<file path="src/csr_pkg.sv">
// ----------------------------------------
// register map, AXI response codes and write states
// of the control and status block.
// ----------------------------------------
package csr_pkg;

    localparam int CSR_ADDR_WIDTH = 8;
    localparam int CSR_DATA_WIDTH = 32;

    // ---- register map ----------------------
    // bit 0 run, bit 1 restart (self clearing).
    localparam logic [CSR_ADDR_WIDTH-1:0] CSR_CTRL       = 8'h00;
    // wrap limit in the low word bits.
    localparam logic [CSR_ADDR_WIDTH-1:0] CSR_LIMIT      = 8'h04;
    // thread t, entry e at base + 8t + 4e. write only.
    localparam logic [CSR_ADDR_WIDTH-1:0] CSR_VALUE_BASE = 8'h40;

    typedef enum logic [1:0] {
        resp_okay   = 2'b00,
        resp_slverr = 2'b10
    } axi_resp_e;

    typedef enum logic [1:0] {
        st_idle      = 2'd0,
        st_wait_slot = 2'd1,
        st_resp      = 2'd2
    } csr_state_e;

endpackage

</file>
<file path="src/thread_pkg.sv">
// ----------------------------------------
// datapath types shared by the value memory, the sequencer
// and the register block.
// ----------------------------------------
package thread_pkg;

    // the two words kept in each thread's bank.
    typedef enum logic {
        entry_increment = 1'b0,
        entry_offset    = 1'b1
    } value_entry_e;

    // what a thread's slot does as it moves down the pipeline.
    typedef enum logic [1:0] {
        op_idle   = 2'd0,
        op_step   = 2'd1,
        op_reload = 2'd2
    } slot_op_e;

endpackage

</file>
<file path="src/address_sequencer.sv">
// ----------------------------------------
// per-thread pointer sequencer. a slot starts when its thread is next,
// its address leaves the pipeline three cycles later.
// ----------------------------------------
`timescale 1ns/100ps

module address_sequencer import thread_pkg::*; #(
    parameter int THREAD_COUNT      = 8,
    parameter int THREAD_ADDR_WIDTH = 3,
    parameter int WORD_WIDTH        = 16,
    parameter int INITIAL_THREAD    = 0
) (
    input  logic                         clock,
    input  logic                         arst_n,
    input  logic                         run,
    input  logic                         restart,
    input  logic [WORD_WIDTH-1:0]        limit,
    input  logic [WORD_WIDTH-1:0]        read_data,
    output value_entry_e                 read_entry,
    output logic                         addr_valid,
    output logic [THREAD_ADDR_WIDTH-1:0] addr_thread,
    output logic [WORD_WIDTH-1:0]        addr_data
);

    logic [THREAD_ADDR_WIDTH-1:0] next_thread;
    logic [THREAD_COUNT-1:0]      reload_flag;
    logic [WORD_WIDTH-1:0]        pointer [THREAD_COUNT];
    slot_op_e                     slot_op;
    slot_op_e                     s1_op;
    slot_op_e                     s2_op;
    logic [THREAD_ADDR_WIDTH-1:0] s1_thread;
    logic [THREAD_ADDR_WIDTH-1:0] s2_thread;
    logic [WORD_WIDTH-1:0]        step_sum;
    logic                         step_fits;

    thread_number #(
        .THREAD_COUNT      (THREAD_COUNT),
        .THREAD_ADDR_WIDTH (THREAD_ADDR_WIDTH),
        .INITIAL_THREAD    (INITIAL_THREAD)
    ) thread_number_inst (
        .clock          (clock),
        .arst_n         (arst_n),
        .current_thread (),
        .next_thread    (next_thread)
    );

    // ---- slot start ------------------------
    always_comb begin
        if (!run) begin
            slot_op = op_idle;
        end else if (reload_flag[next_thread]) begin
            slot_op = op_reload;
        end else begin
            slot_op = op_step;
        end
    end

    assign read_entry = reload_flag[next_thread] ? entry_offset : entry_increment;

    // stage 1 covers the memory latency.
    always_ff @(posedge clock or negedge arst_n) begin
        if (!arst_n) begin
            s1_op <= op_idle;
            s2_op <= op_idle;
        end else begin
            s1_op <= slot_op;
            s2_op <= s1_op;
        end
    end

    always_ff @(posedge clock) begin
        s1_thread <= next_thread;
        s2_thread <= s1_thread;
    end

    // ---- stage 2, read_data valid ----------
    assign step_sum  = pointer[s2_thread] + read_data;
    assign step_fits = (step_sum < limit);

    always_ff @(posedge clock) begin
        if (s2_op == op_reload) begin
            pointer[s2_thread] <= read_data;
        end else if ((s2_op == op_step) && step_fits) begin
            pointer[s2_thread] <= step_sum;
        end
    end

    // restart overrides a reload finishing in the same cycle.
    always_ff @(posedge clock or negedge arst_n) begin
        if (!arst_n) begin
            reload_flag <= '1;
        end else if (restart) begin
            reload_flag <= '1;
        end else if (s2_op == op_reload) begin
            reload_flag[s2_thread] <= 1'b0;
        end else if ((s2_op == op_step) && !step_fits) begin
            reload_flag[s2_thread] <= 1'b1;
        end
    end

    // ---- output ----------------------------
    always_ff @(posedge clock or negedge arst_n) begin
        if (!arst_n) begin
            addr_valid <= 1'b0;
        end else begin
            addr_valid <= (s2_op == op_reload) || ((s2_op == op_step) && step_fits);
        end
    end

    always_ff @(posedge clock) begin
        addr_thread <= s2_thread;
        addr_data   <= (s2_op == op_reload) ? read_data : step_sum;
    end

endmodule

</file>
<file path="src/ram_sdp.sv">
// ----------------------------------------
// simple dual-port memory, one write port and one registered read port.
// ----------------------------------------
`timescale 1ns/100ps

module ram_sdp #(
    parameter int WORD_WIDTH = 16,
    parameter int ADDR_WIDTH = 4,
    parameter int DEPTH      = 16
) (
    input  logic                  clock,
    input  logic                  wren,
    input  logic [ADDR_WIDTH-1:0] write_addr,
    input  logic [WORD_WIDTH-1:0] write_data,
    input  logic [ADDR_WIDTH-1:0] read_addr,
    output logic [WORD_WIDTH-1:0] read_data
);

    logic [WORD_WIDTH-1:0] mem [DEPTH];

    // same-address read during a write returns the old word.
    always_ff @(posedge clock) begin
        if (wren) begin
            mem[write_addr] <= write_data;
        end
        read_data <= mem[read_addr];
    end

endmodule

</file>
<file path="src/thread_address_engine.sv">
// ----------------------------------------
// top level, register block, value memory and sequencer wired together.
// ----------------------------------------
`timescale 1ns/100ps

module thread_address_engine import csr_pkg::*, thread_pkg::*; #(
    parameter int THREAD_COUNT      = 8,
    parameter int THREAD_ADDR_WIDTH = 3,
    parameter int WORD_WIDTH        = 16,
    parameter int INITIAL_THREAD    = 0
) (
    input  logic                         clock,
    input  logic                         arst_n,
    input  logic [CSR_ADDR_WIDTH-1:0]    s_axi_awaddr,
    input  logic                         s_axi_awvalid,
    output logic                         s_axi_awready,
    input  logic [CSR_DATA_WIDTH-1:0]    s_axi_wdata,
    input  logic                         s_axi_wvalid,
    output logic                         s_axi_wready,
    output logic [1:0]                   s_axi_bresp,
    output logic                         s_axi_bvalid,
    input  logic                         s_axi_bready,
    input  logic [CSR_ADDR_WIDTH-1:0]    s_axi_araddr,
    input  logic                         s_axi_arvalid,
    output logic                         s_axi_arready,
    output logic [CSR_DATA_WIDTH-1:0]    s_axi_rdata,
    output logic [1:0]                   s_axi_rresp,
    output logic                         s_axi_rvalid,
    input  logic                         s_axi_rready,
    output logic                         addr_valid,
    output logic [THREAD_ADDR_WIDTH-1:0] addr_thread,
    output logic [WORD_WIDTH-1:0]        addr_data
);

    logic                  wren;
    value_entry_e          write_entry;
    logic [WORD_WIDTH-1:0] write_data;
    logic                  run;
    logic                  restart;
    logic [WORD_WIDTH-1:0] limit;
    value_entry_e          read_entry;
    logic [WORD_WIDTH-1:0] read_data;

    value_csr #(
        .THREAD_COUNT      (THREAD_COUNT),
        .THREAD_ADDR_WIDTH (THREAD_ADDR_WIDTH),
        .WORD_WIDTH        (WORD_WIDTH),
        .INITIAL_THREAD    (INITIAL_THREAD)
    ) value_csr_inst (
        .clock         (clock),
        .arst_n        (arst_n),
        .s_axi_awaddr  (s_axi_awaddr),
        .s_axi_awvalid (s_axi_awvalid),
        .s_axi_awready (s_axi_awready),
        .s_axi_wdata   (s_axi_wdata),
        .s_axi_wvalid  (s_axi_wvalid),
        .s_axi_wready  (s_axi_wready),
        .s_axi_bresp   (s_axi_bresp),
        .s_axi_bvalid  (s_axi_bvalid),
        .s_axi_bready  (s_axi_bready),
        .s_axi_araddr  (s_axi_araddr),
        .s_axi_arvalid (s_axi_arvalid),
        .s_axi_arready (s_axi_arready),
        .s_axi_rdata   (s_axi_rdata),
        .s_axi_rresp   (s_axi_rresp),
        .s_axi_rvalid  (s_axi_rvalid),
        .s_axi_rready  (s_axi_rready),
        .wren          (wren),
        .write_entry   (write_entry),
        .write_data    (write_data),
        .run           (run),
        .restart       (restart),
        .limit         (limit)
    );

    // same thread parameters everywhere keep the counters in lockstep.
    thread_value #(
        .THREAD_COUNT      (THREAD_COUNT),
        .THREAD_ADDR_WIDTH (THREAD_ADDR_WIDTH),
        .WORD_WIDTH        (WORD_WIDTH),
        .INITIAL_THREAD    (INITIAL_THREAD)
    ) thread_value_inst (
        .clock       (clock),
        .arst_n      (arst_n),
        .wren        (wren),
        .write_entry (write_entry),
        .write_data  (write_data),
        .read_entry  (read_entry),
        .read_data   (read_data)
    );

    address_sequencer #(
        .THREAD_COUNT      (THREAD_COUNT),
        .THREAD_ADDR_WIDTH (THREAD_ADDR_WIDTH),
        .WORD_WIDTH        (WORD_WIDTH),
        .INITIAL_THREAD    (INITIAL_THREAD)
    ) address_sequencer_inst (
        .clock       (clock),
        .arst_n      (arst_n),
        .run         (run),
        .restart     (restart),
        .limit       (limit),
        .read_data   (read_data),
        .read_entry  (read_entry),
        .addr_valid  (addr_valid),
        .addr_thread (addr_thread),
        .addr_data   (addr_data)
    );

endmodule

</file>
<file path="src/thread_number.sv">
// ----------------------------------------
// round-robin thread counter, current and next thread.
// ----------------------------------------
`timescale 1ns/100ps

module thread_number #(
    parameter int THREAD_COUNT      = 8,
    parameter int THREAD_ADDR_WIDTH = 3,
    parameter int INITIAL_THREAD    = 0
) (
    input  logic                         clock,
    input  logic                         arst_n,
    output logic [THREAD_ADDR_WIDTH-1:0] current_thread,
    output logic [THREAD_ADDR_WIDTH-1:0] next_thread
);

    localparam logic [THREAD_ADDR_WIDTH-1:0] LAST_THREAD =
        THREAD_ADDR_WIDTH'(THREAD_COUNT - 1);
    localparam logic [THREAD_ADDR_WIDTH-1:0] FIRST_NEXT =
        THREAD_ADDR_WIDTH'((INITIAL_THREAD + 1) % THREAD_COUNT);

    // next_thread runs one step ahead, so current just follows it.
    always_ff @(posedge clock or negedge arst_n) begin
        if (!arst_n) begin
            current_thread <= THREAD_ADDR_WIDTH'(INITIAL_THREAD);
            next_thread    <= FIRST_NEXT;
        end else begin
            current_thread <= next_thread;
            if (next_thread == LAST_THREAD) begin
                next_thread <= '0;
            end else begin
                next_thread <= next_thread + 1'b1;
            end
        end
    end

endmodule

</file>
<file path="src/thread_value.sv">
// ----------------------------------------
// per-thread value memory. writes go to the current thread's bank,
// reads to the next thread's bank, two cycles of read latency.
// ----------------------------------------
`timescale 1ns/100ps

module thread_value import thread_pkg::*; #(
    parameter int THREAD_COUNT      = 8,
    parameter int THREAD_ADDR_WIDTH = 3,
    parameter int WORD_WIDTH        = 16,
    parameter int INITIAL_THREAD    = 0
) (
    input  logic                  clock,
    input  logic                  arst_n,
    input  logic                  wren,
    input  value_entry_e          write_entry,
    input  logic [WORD_WIDTH-1:0] write_data,
    input  value_entry_e          read_entry,
    output logic [WORD_WIDTH-1:0] read_data
);

    // two words per thread.
    localparam int RAM_DEPTH      = THREAD_COUNT * 2;
    localparam int RAM_ADDR_WIDTH = THREAD_ADDR_WIDTH + 1;

    logic [THREAD_ADDR_WIDTH-1:0] current_thread;
    logic [THREAD_ADDR_WIDTH-1:0] next_thread;
    logic [RAM_ADDR_WIDTH-1:0]    write_addr;
    logic [RAM_ADDR_WIDTH-1:0]    read_addr;
    logic [WORD_WIDTH-1:0]        ram_data;

    thread_number #(
        .THREAD_COUNT      (THREAD_COUNT),
        .THREAD_ADDR_WIDTH (THREAD_ADDR_WIDTH),
        .INITIAL_THREAD    (INITIAL_THREAD)
    ) thread_number_inst (
        .clock          (clock),
        .arst_n         (arst_n),
        .current_thread (current_thread),
        .next_thread    (next_thread)
    );

    // thread picks the bank, entry the word in it.
    assign write_addr = {current_thread, write_entry};
    assign read_addr  = {next_thread, read_entry};

    ram_sdp #(
        .WORD_WIDTH (WORD_WIDTH),
        .ADDR_WIDTH (RAM_ADDR_WIDTH),
        .DEPTH      (RAM_DEPTH)
    ) ram_sdp_inst (
        .clock      (clock),
        .wren       (wren),
        .write_addr (write_addr),
        .write_data (write_data),
        .read_addr  (read_addr),
        .read_data  (ram_data)
    );

    // extra stage after the memory, retimed into the block ram.
    always_ff @(posedge clock) begin
        read_data <= ram_data;
    end

endmodule

</file>
<file path="src/value_csr.sv">
// ----------------------------------------
// AXI4-Lite register block. holds run, restart and limit, and
// delays each value write until its thread's slot comes round.
// ----------------------------------------
`timescale 1ns/100ps

module value_csr import csr_pkg::*, thread_pkg::*; #(
    parameter int THREAD_COUNT      = 8,
    parameter int THREAD_ADDR_WIDTH = 3,
    parameter int WORD_WIDTH        = 16,
    parameter int INITIAL_THREAD    = 0
) (
    input  logic                      clock,
    input  logic                      arst_n,
    input  logic [CSR_ADDR_WIDTH-1:0] s_axi_awaddr,
    input  logic                      s_axi_awvalid,
    output logic                      s_axi_awready,
    input  logic [CSR_DATA_WIDTH-1:0] s_axi_wdata,
    input  logic                      s_axi_wvalid,
    output logic                      s_axi_wready,
    output axi_resp_e                 s_axi_bresp,
    output logic                      s_axi_bvalid,
    input  logic                      s_axi_bready,
    input  logic [CSR_ADDR_WIDTH-1:0] s_axi_araddr,
    input  logic                      s_axi_arvalid,
    output logic                      s_axi_arready,
    output logic [CSR_DATA_WIDTH-1:0] s_axi_rdata,
    output axi_resp_e                 s_axi_rresp,
    output logic                      s_axi_rvalid,
    input  logic                      s_axi_rready,
    output logic                      wren,
    output value_entry_e              write_entry,
    output logic [WORD_WIDTH-1:0]     write_data,
    output logic                      run,
    output logic                      restart,
    output logic [WORD_WIDTH-1:0]     limit
);

    // 8 bytes per thread in the value window.
    localparam logic [CSR_ADDR_WIDTH-1:0] WINDOW_SIZE = CSR_ADDR_WIDTH'(8 * THREAD_COUNT);

    csr_state_e                   state;
    logic [THREAD_ADDR_WIDTH-1:0] current_thread;
    logic [THREAD_ADDR_WIDTH-1:0] target_thread;
    logic [CSR_ADDR_WIDTH-1:0]    aw_offset;
    logic                         aw_in_window;
    logic                         write_take;
    logic                         read_take;

    thread_number #(
        .THREAD_COUNT      (THREAD_COUNT),
        .THREAD_ADDR_WIDTH (THREAD_ADDR_WIDTH),
        .INITIAL_THREAD    (INITIAL_THREAD)
    ) thread_number_inst (
        .clock          (clock),
        .arst_n         (arst_n),
        .current_thread (current_thread),
        .next_thread    ()
    );

    // ---- accept ----------------------------
    // one transaction at a time, writes first.
    assign write_take = (state == st_idle) && !s_axi_rvalid
                        && s_axi_awvalid && s_axi_wvalid;
    assign read_take  = (state == st_idle) && !s_axi_rvalid && s_axi_arvalid
                        && !(s_axi_awvalid && s_axi_wvalid);

    assign s_axi_awready = write_take;
    assign s_axi_wready  = write_take;
    assign s_axi_arready = read_take;
    assign s_axi_bvalid  = (state == st_resp);

    assign aw_offset    = s_axi_awaddr - CSR_VALUE_BASE;
    assign aw_in_window = (s_axi_awaddr >= CSR_VALUE_BASE) && (aw_offset < WINDOW_SIZE)
                          && (aw_offset[1:0] == 2'b00);

    // memory write fires in the target thread's own slot.
    assign wren = (state == st_wait_slot) && (current_thread == target_thread);

    // ---- write channel ---------------------
    always_ff @(posedge clock or negedge arst_n) begin
        if (!arst_n) begin
            state       <= st_idle;
            s_axi_bresp <= resp_okay;
            run         <= 1'b0;
            restart     <= 1'b0;
            limit       <= '1;
        end else begin
            restart <= 1'b0;
            case (state)
                st_idle: begin
                    if (write_take) begin
                        s_axi_bresp <= resp_okay;
                        state       <= st_resp;
                        if (s_axi_awaddr == CSR_CTRL) begin
                            run     <= s_axi_wdata[0];
                            restart <= s_axi_wdata[1];
                        end else if (s_axi_awaddr == CSR_LIMIT) begin
                            limit <= s_axi_wdata[WORD_WIDTH-1:0];
                        end else if (aw_in_window) begin
                            state <= st_wait_slot;
                        end else begin
                            s_axi_bresp <= resp_slverr;
                        end
                    end
                end
                st_wait_slot: begin
                    if (wren) begin
                        state <= st_resp;
                    end
                end
                st_resp: begin
                    if (s_axi_bready) begin
                        state <= st_idle;
                    end
                end
                default: state <= st_idle;
            endcase
        end
    end

    // value write held here while waiting for the slot.
    always_ff @(posedge clock) begin
        if (write_take) begin
            target_thread <= aw_offset[THREAD_ADDR_WIDTH+2:3];
            write_entry   <= value_entry_e'(aw_offset[2]);
            write_data    <= s_axi_wdata[WORD_WIDTH-1:0];
        end
    end

    // ---- read channel ----------------------
    // the value window is write only.
    always_ff @(posedge clock or negedge arst_n) begin
        if (!arst_n) begin
            s_axi_rvalid <= 1'b0;
            s_axi_rresp  <= resp_okay;
            s_axi_rdata  <= '0;
        end else if (read_take) begin
            s_axi_rvalid <= 1'b1;
            s_axi_rresp  <= resp_okay;
            case (s_axi_araddr)
                CSR_CTRL:  s_axi_rdata <= CSR_DATA_WIDTH'(run);
                CSR_LIMIT: s_axi_rdata <= CSR_DATA_WIDTH'(limit);
                default: begin
                    s_axi_rdata <= '0;
                    s_axi_rresp <= resp_slverr;
                end
            endcase
        end else if (s_axi_rready) begin
            s_axi_rvalid <= 1'b0;
        end
    end

endmodule

</file>
<file path="config.mk">
export PLATFORM = sky130hd
export DESIGN_NAME = thread_address_engine
export DESIGN_NICKNAME = d
export VERILOG_FILES = /design/src/csr_pkg.sv /design/src/thread_pkg.sv /design/src/address_sequencer.sv /design/src/ram_sdp.sv /design/src/thread_address_engine.sv /design/src/thread_number.sv /design/src/thread_value.sv /design/src/value_csr.sv
export SDC_FILE = /design/constraint.sdc
export NUM_CORES = 1
export LEC_CHECK = 0
export BUFFER_PORTS_ARGS = -buffer_cell sky130_fd_sc_hd__clkbuf_2
export CORE_MARGIN = 10
export CORE_UTILIZATION = 55
export DETAILED_ROUTE_END_ITERATION = 10
export GPL_ROUTABILITY_DRIVEN = 0
export PLACE_DENSITY_LB_ADDON = 0.12
export REMOVE_ABC_BUFFERS = 1
export SKIP_CTS_REPAIR_TIMING = 1
export SYNTH_ARGS = -nofsm -noshare
export SYNTH_HDL_FRONTEND = slang
export SYNTH_HIERARCHICAL = 1
export SYNTH_SLANG_ARGS = --single-unit
</file>
<file path="constraint.sdc">
create_clock -name clock -period 6 [get_ports clock]
set_input_delay 1.2 -clock clock [delete_from_list [all_inputs] [get_ports clock]]
set_output_delay 1.2 -clock clock [all_outputs]
set_load 0.05 [all_outputs]
</file>
**After elaboration in Yosys (flattened, before gate mapping)**

Memory sizes are Yosys's and may differ from the RTL's. A register that Yosys moved wholly into a read port is not among the register bits.
Index checks and enable logic that the tools add are counted.

- $add $sub $neg: 5
- Order comparisons: 6
- Eq/ne operators: 13
- Muxes and demuxes: 39
- Bitwise operators: 5
- Reductions and logical operators: 27

Operators by type and width:

| operator | count |
|---|---|
| $mux 16 | 2 |
| $pmux 16 s2 | 1 |
| $mux 2 | 12 |
| $mux 8 | 3 |
| $add 16x16->16 | 1 |
| $eq 8x3->1 const B | 2 |
| $logic_not 8->1 | 2 |
| $lt 16x16->1 | 1 |
| $mux 1 | 15 |
| $logic_and 1x1->1 | 12 |
| $add 3x1->3 const B | 3 |
| $eq 3x3->1 const B | 3 |
| $mux 3 | 3 |
| $and 8x8->8 | 1 |
| $ge 8x7->1 const B | 1 |
| $lt 3x4->1 const B | 2 |
| $lt 8x7->1 const B | 1 |
| $not 8->8 | 1 |
| $or 8x8->8 | 1 |
| $sub 8x7->8 const B | 1 |
| $pmux 2 s3 | 1 |
| $reduce_and 3->1 | 2 |
| $eq 2x1->1 const B | 2 |
| $eq 2x2->1 const B | 2 |
| other kinds (16) | 20 |

- Register bits after elaboration: 146
- Bits in writable memories: 384
- Input port bits: 55
- Output and inout bits: 61
- Logic and storage cells: 122
- Memories: 2

Memory list:

| memory | words | width | rd ports | clocked after Yosys merged registers in | write ports | line | RTL |
|---|---|---|---|---|---|---|---|
| thread_value_inst.ram_sdp_inst.mem | 16 | 16 | 1 | 1 | 1 | ram_sdp.sv:19 | `logic [WORD_WIDTH-1:0] mem [DEPTH];` |
| address_sequencer_inst.pointer | 8 | 16 | 1 | 1 | 1 | address_sequencer.sv:27 | `logic [WORD_WIDTH-1:0] pointer [THREAD_COUNT];` |

**Longest topological paths before layout**

- Depth in word-level cells: 9
- Mapped depth: 21
- Gate-level depth less buffers: 17

**By module**

The synthesis kept the hierarchy.

Modules (own cells, without submodules):

| module | times used | cells each | area an instance (sq um) | seq. area each (sq um) |
|---|---|---|---|---|
| ram_sdp | 1 | 432 | 10042.1 | 8007.7 |
| address_sequencer | 1 | 540 | 7369.6 | 4679.5 |
| value_csr | 1 | 173 | 2484.9 | 1596.5 |
| thread_number | 3 | 9 | 180.2 | 151.4 |
| thread_value | 1 | 16 | 320.3 | 320.3 |

**Least setup slack after synthesis**

No wires, ideal clock.

- Path type: reg-to-reg
- From: register address_sequencer_inst.s2_thread[0]
- To: memory address_sequencer_inst.pointer[1][0], enable pin
- Library setup time: 0.414 ns
- Arrival time: 5.935 ns
- Data required time: 5.586 ns
- Path slack: -0.348 ns
- Stages on the path, launching flop included: 20
- Buffers on the path: 4
- Clock period less this slack: 6.348 ns
- Path through: dfxtp_1 clkbuf_1 nor3b_1 clkbuf_1 a22oi_1 nand4_1 ha_1 a211o_1 a211o_1 a211oi_1 o22a_1 nor2_1 ha_1 a21oi_1 o21a_1 o21ai_0 or4_1 buf_6 buf_2 a21boi_0

RTL lines:

| what | line | RTL |
|---|---|---|
| start: declaration | address_sequencer.sv:32 | `logic [THREAD_ADDR_WIDTH-1:0] s2_thread;` |
| start signal: assignment | address_sequencer.sv:73 | `s2_thread <= s1_thread;` |
| end: declaration | address_sequencer.sv:27 |  |

No word-level cell before the write port.

**Worst setup path after layout**

- From: register address_sequencer_inst.s2_thread[1]
- To: memory address_sequencer_inst.pointer[7][3], enable pin

No word-level cell before the write port.

==> results.json <==
{
  "dr.first_iter.drc_count": 1047,
  "cp-start-kind": "flop",
  "cp.required_ns": 6.26,
  "worstMarginPinSlew_ns": 1.17,
  "drt_first_pass_iters": 5,
  "seqPwrFrac_pct": 53.2,
  "syn-cell-area_um2": 20700,
  "die_h_um": 214,
  "finalSetupViolations": 0,
  "p_leak_nw": 8.40,
  "min_period_ns": 5.60,
  "initial_core_util_pct": 56.1,
  "cts.reportedPaths.clkPinSlew_ns": 0.06,
  "num_antenna_cells": 0,
  "core_um2": 36900,
  "skew_ns": 0.0297,
  "h-tree-depth": 2,
  "drt-wirelength-per-cell_um": 25.2,
  "num_vias": 11230,
  "grt_overflow": 0,
  "yosys_warnings": 6,
  "dieWidth_um": 214,
  "crit_start": "address_sequencer_inst/s2_thread[1]",
  "insertion_delay_ns": 0.61,
  "drc": 0,
  "ant_nets": 0,
  "p_int_mw": 5.96,
  "portBuffers": 81,
  "pwr-share-comb_pct": 4.0,
  "grt_max_degree": 68,
  "min_path_cells": 0,
  "r2r_start": "address_sequencer_inst/s2_thread[1]",
  "cts_tree": "built",
  "cts_made_buffers": 52,
  "crit_fanout": 22,
  "final_max_slew_viol_count": 0,
  "power_switching_mw": 1.61,
  "power_density_nw_per_um2": 320,
  "clock.fmax_ghz": 0.178,
  "via_per_inst": 5.99,
  "grt_pass1_vias": 11239,
  "max_cap_violations": 0,
  "synthCells": 1185,
  "wirelength_mm": 47.2,
  "power_frac_clock_pct": 42.8,
  "area_growth_pct": 14.5,
  "nets": 1420,
  "rows": 70,
  "hold-worst-slack_ns": 0.325,
  "critPathKind": "reg -> reg",
  "dieArea_um2": 45800,
  "max-slew-margin-rel_pct": 21.7,
  "cp.arrival_ns": 5.86,
  "hpwlAfterDp_mm": 30.1,
  "hp-class": "reg -> reg",
  "clockBufferDepth": 3,
  "end_kind": "flop",
  "hold_violations": 0,
  "vdd_drop_max_mv": 0.224,
  "rsz0062_at_grt": "no",
  "min-delay-start": "thread_value_inst/ram_sdp_inst/read_data[2]",
  "r2r-end": "address_sequencer_inst/pointer[7][3]",
  "fin_crit_sh_pct": 93.4,
  "track_usage_pct": 20.3,
  "antenna_found_initial": 0,
  "drive_gt1_share_pct": 27.1,
  "swShare_pct": 21.3,
  "grt_pass1_wl_mm": 70.8,
  "regToRegSetupSlack_ns": 0.40,
  "syn_area_per_cell_um2": 17.5,
  "status": "completed",
  "power.total_mw": 7.57,
  "ctsRootBufferMaster": "clkbuf_16",
  "ff2ff_path_depth": 19,
  "min_to": "thread_value_inst/read_data[2]",
  "io-pin-count": 116,
  "cts.sinks": 528
}
worst max-delay path, stage by stage (launching register included):
cell	delay, ns
dfxtp_1	0.47
and3b_1	0.37
buf_4	0.27
a22oi_1	0.23
nand4_1	0.19
ha_1	0.42
nand2_1	0.10
a211oi_1	0.32
a211oi_1	0.12
buf_4	0.17
nor4_2	0.38
nor2_1	0.11
ha_1	0.32
a21oi_1	0.17
o21a_1	0.13
o21ai_0	0.10
or4_1	0.63
buf_12	0.23
a21boi_1	0.19
buf_4	0.32
routing by layer:
metal  part of all wire, %  track usage (%)  vias up  routed length [um]
li1                      -                -     4991                   -
met1                    41             26.7     5812               19200
met2                    51             34.7      358               24300
met3                   5.6             2.69       69                2640
met4                   2.2             6.07        0                1020
met5                     0                0        -                   0
worst max path at each step:
| stage | to | slack (ns) | depth (start not counted) |
|---|---|---|---|
| 2_1_floorplan | address_sequencer_inst/pointer[4][0] | -0.68 | 15 |
| 3_3_place_gp | address_sequencer_inst/pointer[7][15] | 0.36 | 16 |
| 3_5_place_dp | address_sequencer_inst/pointer[7][15] | 0.30 | 17 |
| 4_1_cts | address_sequencer_inst/pointer[7][15] | 0.30 | 17 |
| 5_1_grt | address_sequencer_inst/pointer[7][2] | 0.03 | 20 |
| 6_report | address_sequencer_inst/pointer[7][3] | 0.40 | 19 |
layout by cell type (no fill, tap or decap), drive strengths merged, types with 8 or more instances in the layout:
cell	n
clkinv	17
xnor2	8
nor2	28
nand3	23
clkbuf	154
conb	18
inv	32
edfxtp	404
a21oi	23
mux2	37
o31ai	8
ha	36
a22oi	92
a221o	8
nor3	12
nand4	21
dfstp	27
dfrtp	40
a21boi	10
nand2	59
o2bb2ai	16
dfxtp	57
mux4	67
buf	62
o21ai	14
layout make-up:
class	instances	area [um^2]
sequential	528	15000
fill	2599	13200
multi-input combinational	572	5310
clock buffer	74	1480
timing repair buffer	142	913
tap	504	631
clock inverter	23	246
inverter	32	123
registers in the layout, summed over array words and instances, names as in the netlist, 8 cells and up:
register                                  flops
thread_value_inst/ram_sdp_inst/mem          256
address_sequencer_inst/pointer              128
address_sequencer_inst/addr_data             16
thread_value_inst/ram_sdp_inst/read_data     16
thread_value_inst/read_data                  16
value_csr_inst/limit                         16
value_csr_inst/s_axi_rdata                   16
value_csr_inst/write_data                    16
address_sequencer_inst/reload_flag            8
power by group through the flow:
| stage | combinational (mW) | clock [mW] | sequential, mW |
|---|---|---|---|
| 2_1_floorplan | 0.175 | 0 | 4.12 |
| 3_3_place_gp | 0.302 | 0 | 4.10 |
| 3_5_place_dp | 0.305 | 0 | 4.10 |
| 4_1_cts | 0.306 | 3.30 | 4.02 |
| 5_1_grt | 0.328 | 3.44 | 4.03 |
| 6_report | 0.305 | 3.24 | 4.02 |
through the flow:
step | setup WS, ns | cells | area (um^2) | util [%] | setup TNS (ns)
after CTS | 0.299 | 1875 | 23700 | 64.2 | 0
after detailed placement | 0.302 | 1778 | 21900 | 59.5 | 0
final | 0.396 | 1875 | 23700 | 64.2 | 0
after floorplan | -0.676 | 1132 | 20300 | - | -86.57
after global placement | 0.361 | 1778 | 21900 | 59.5 | 0
after global routing | 0.0269 | 1875 | 23700 | 64.2 | 0
No activity file was read; power rests on OpenSTA's default activity.
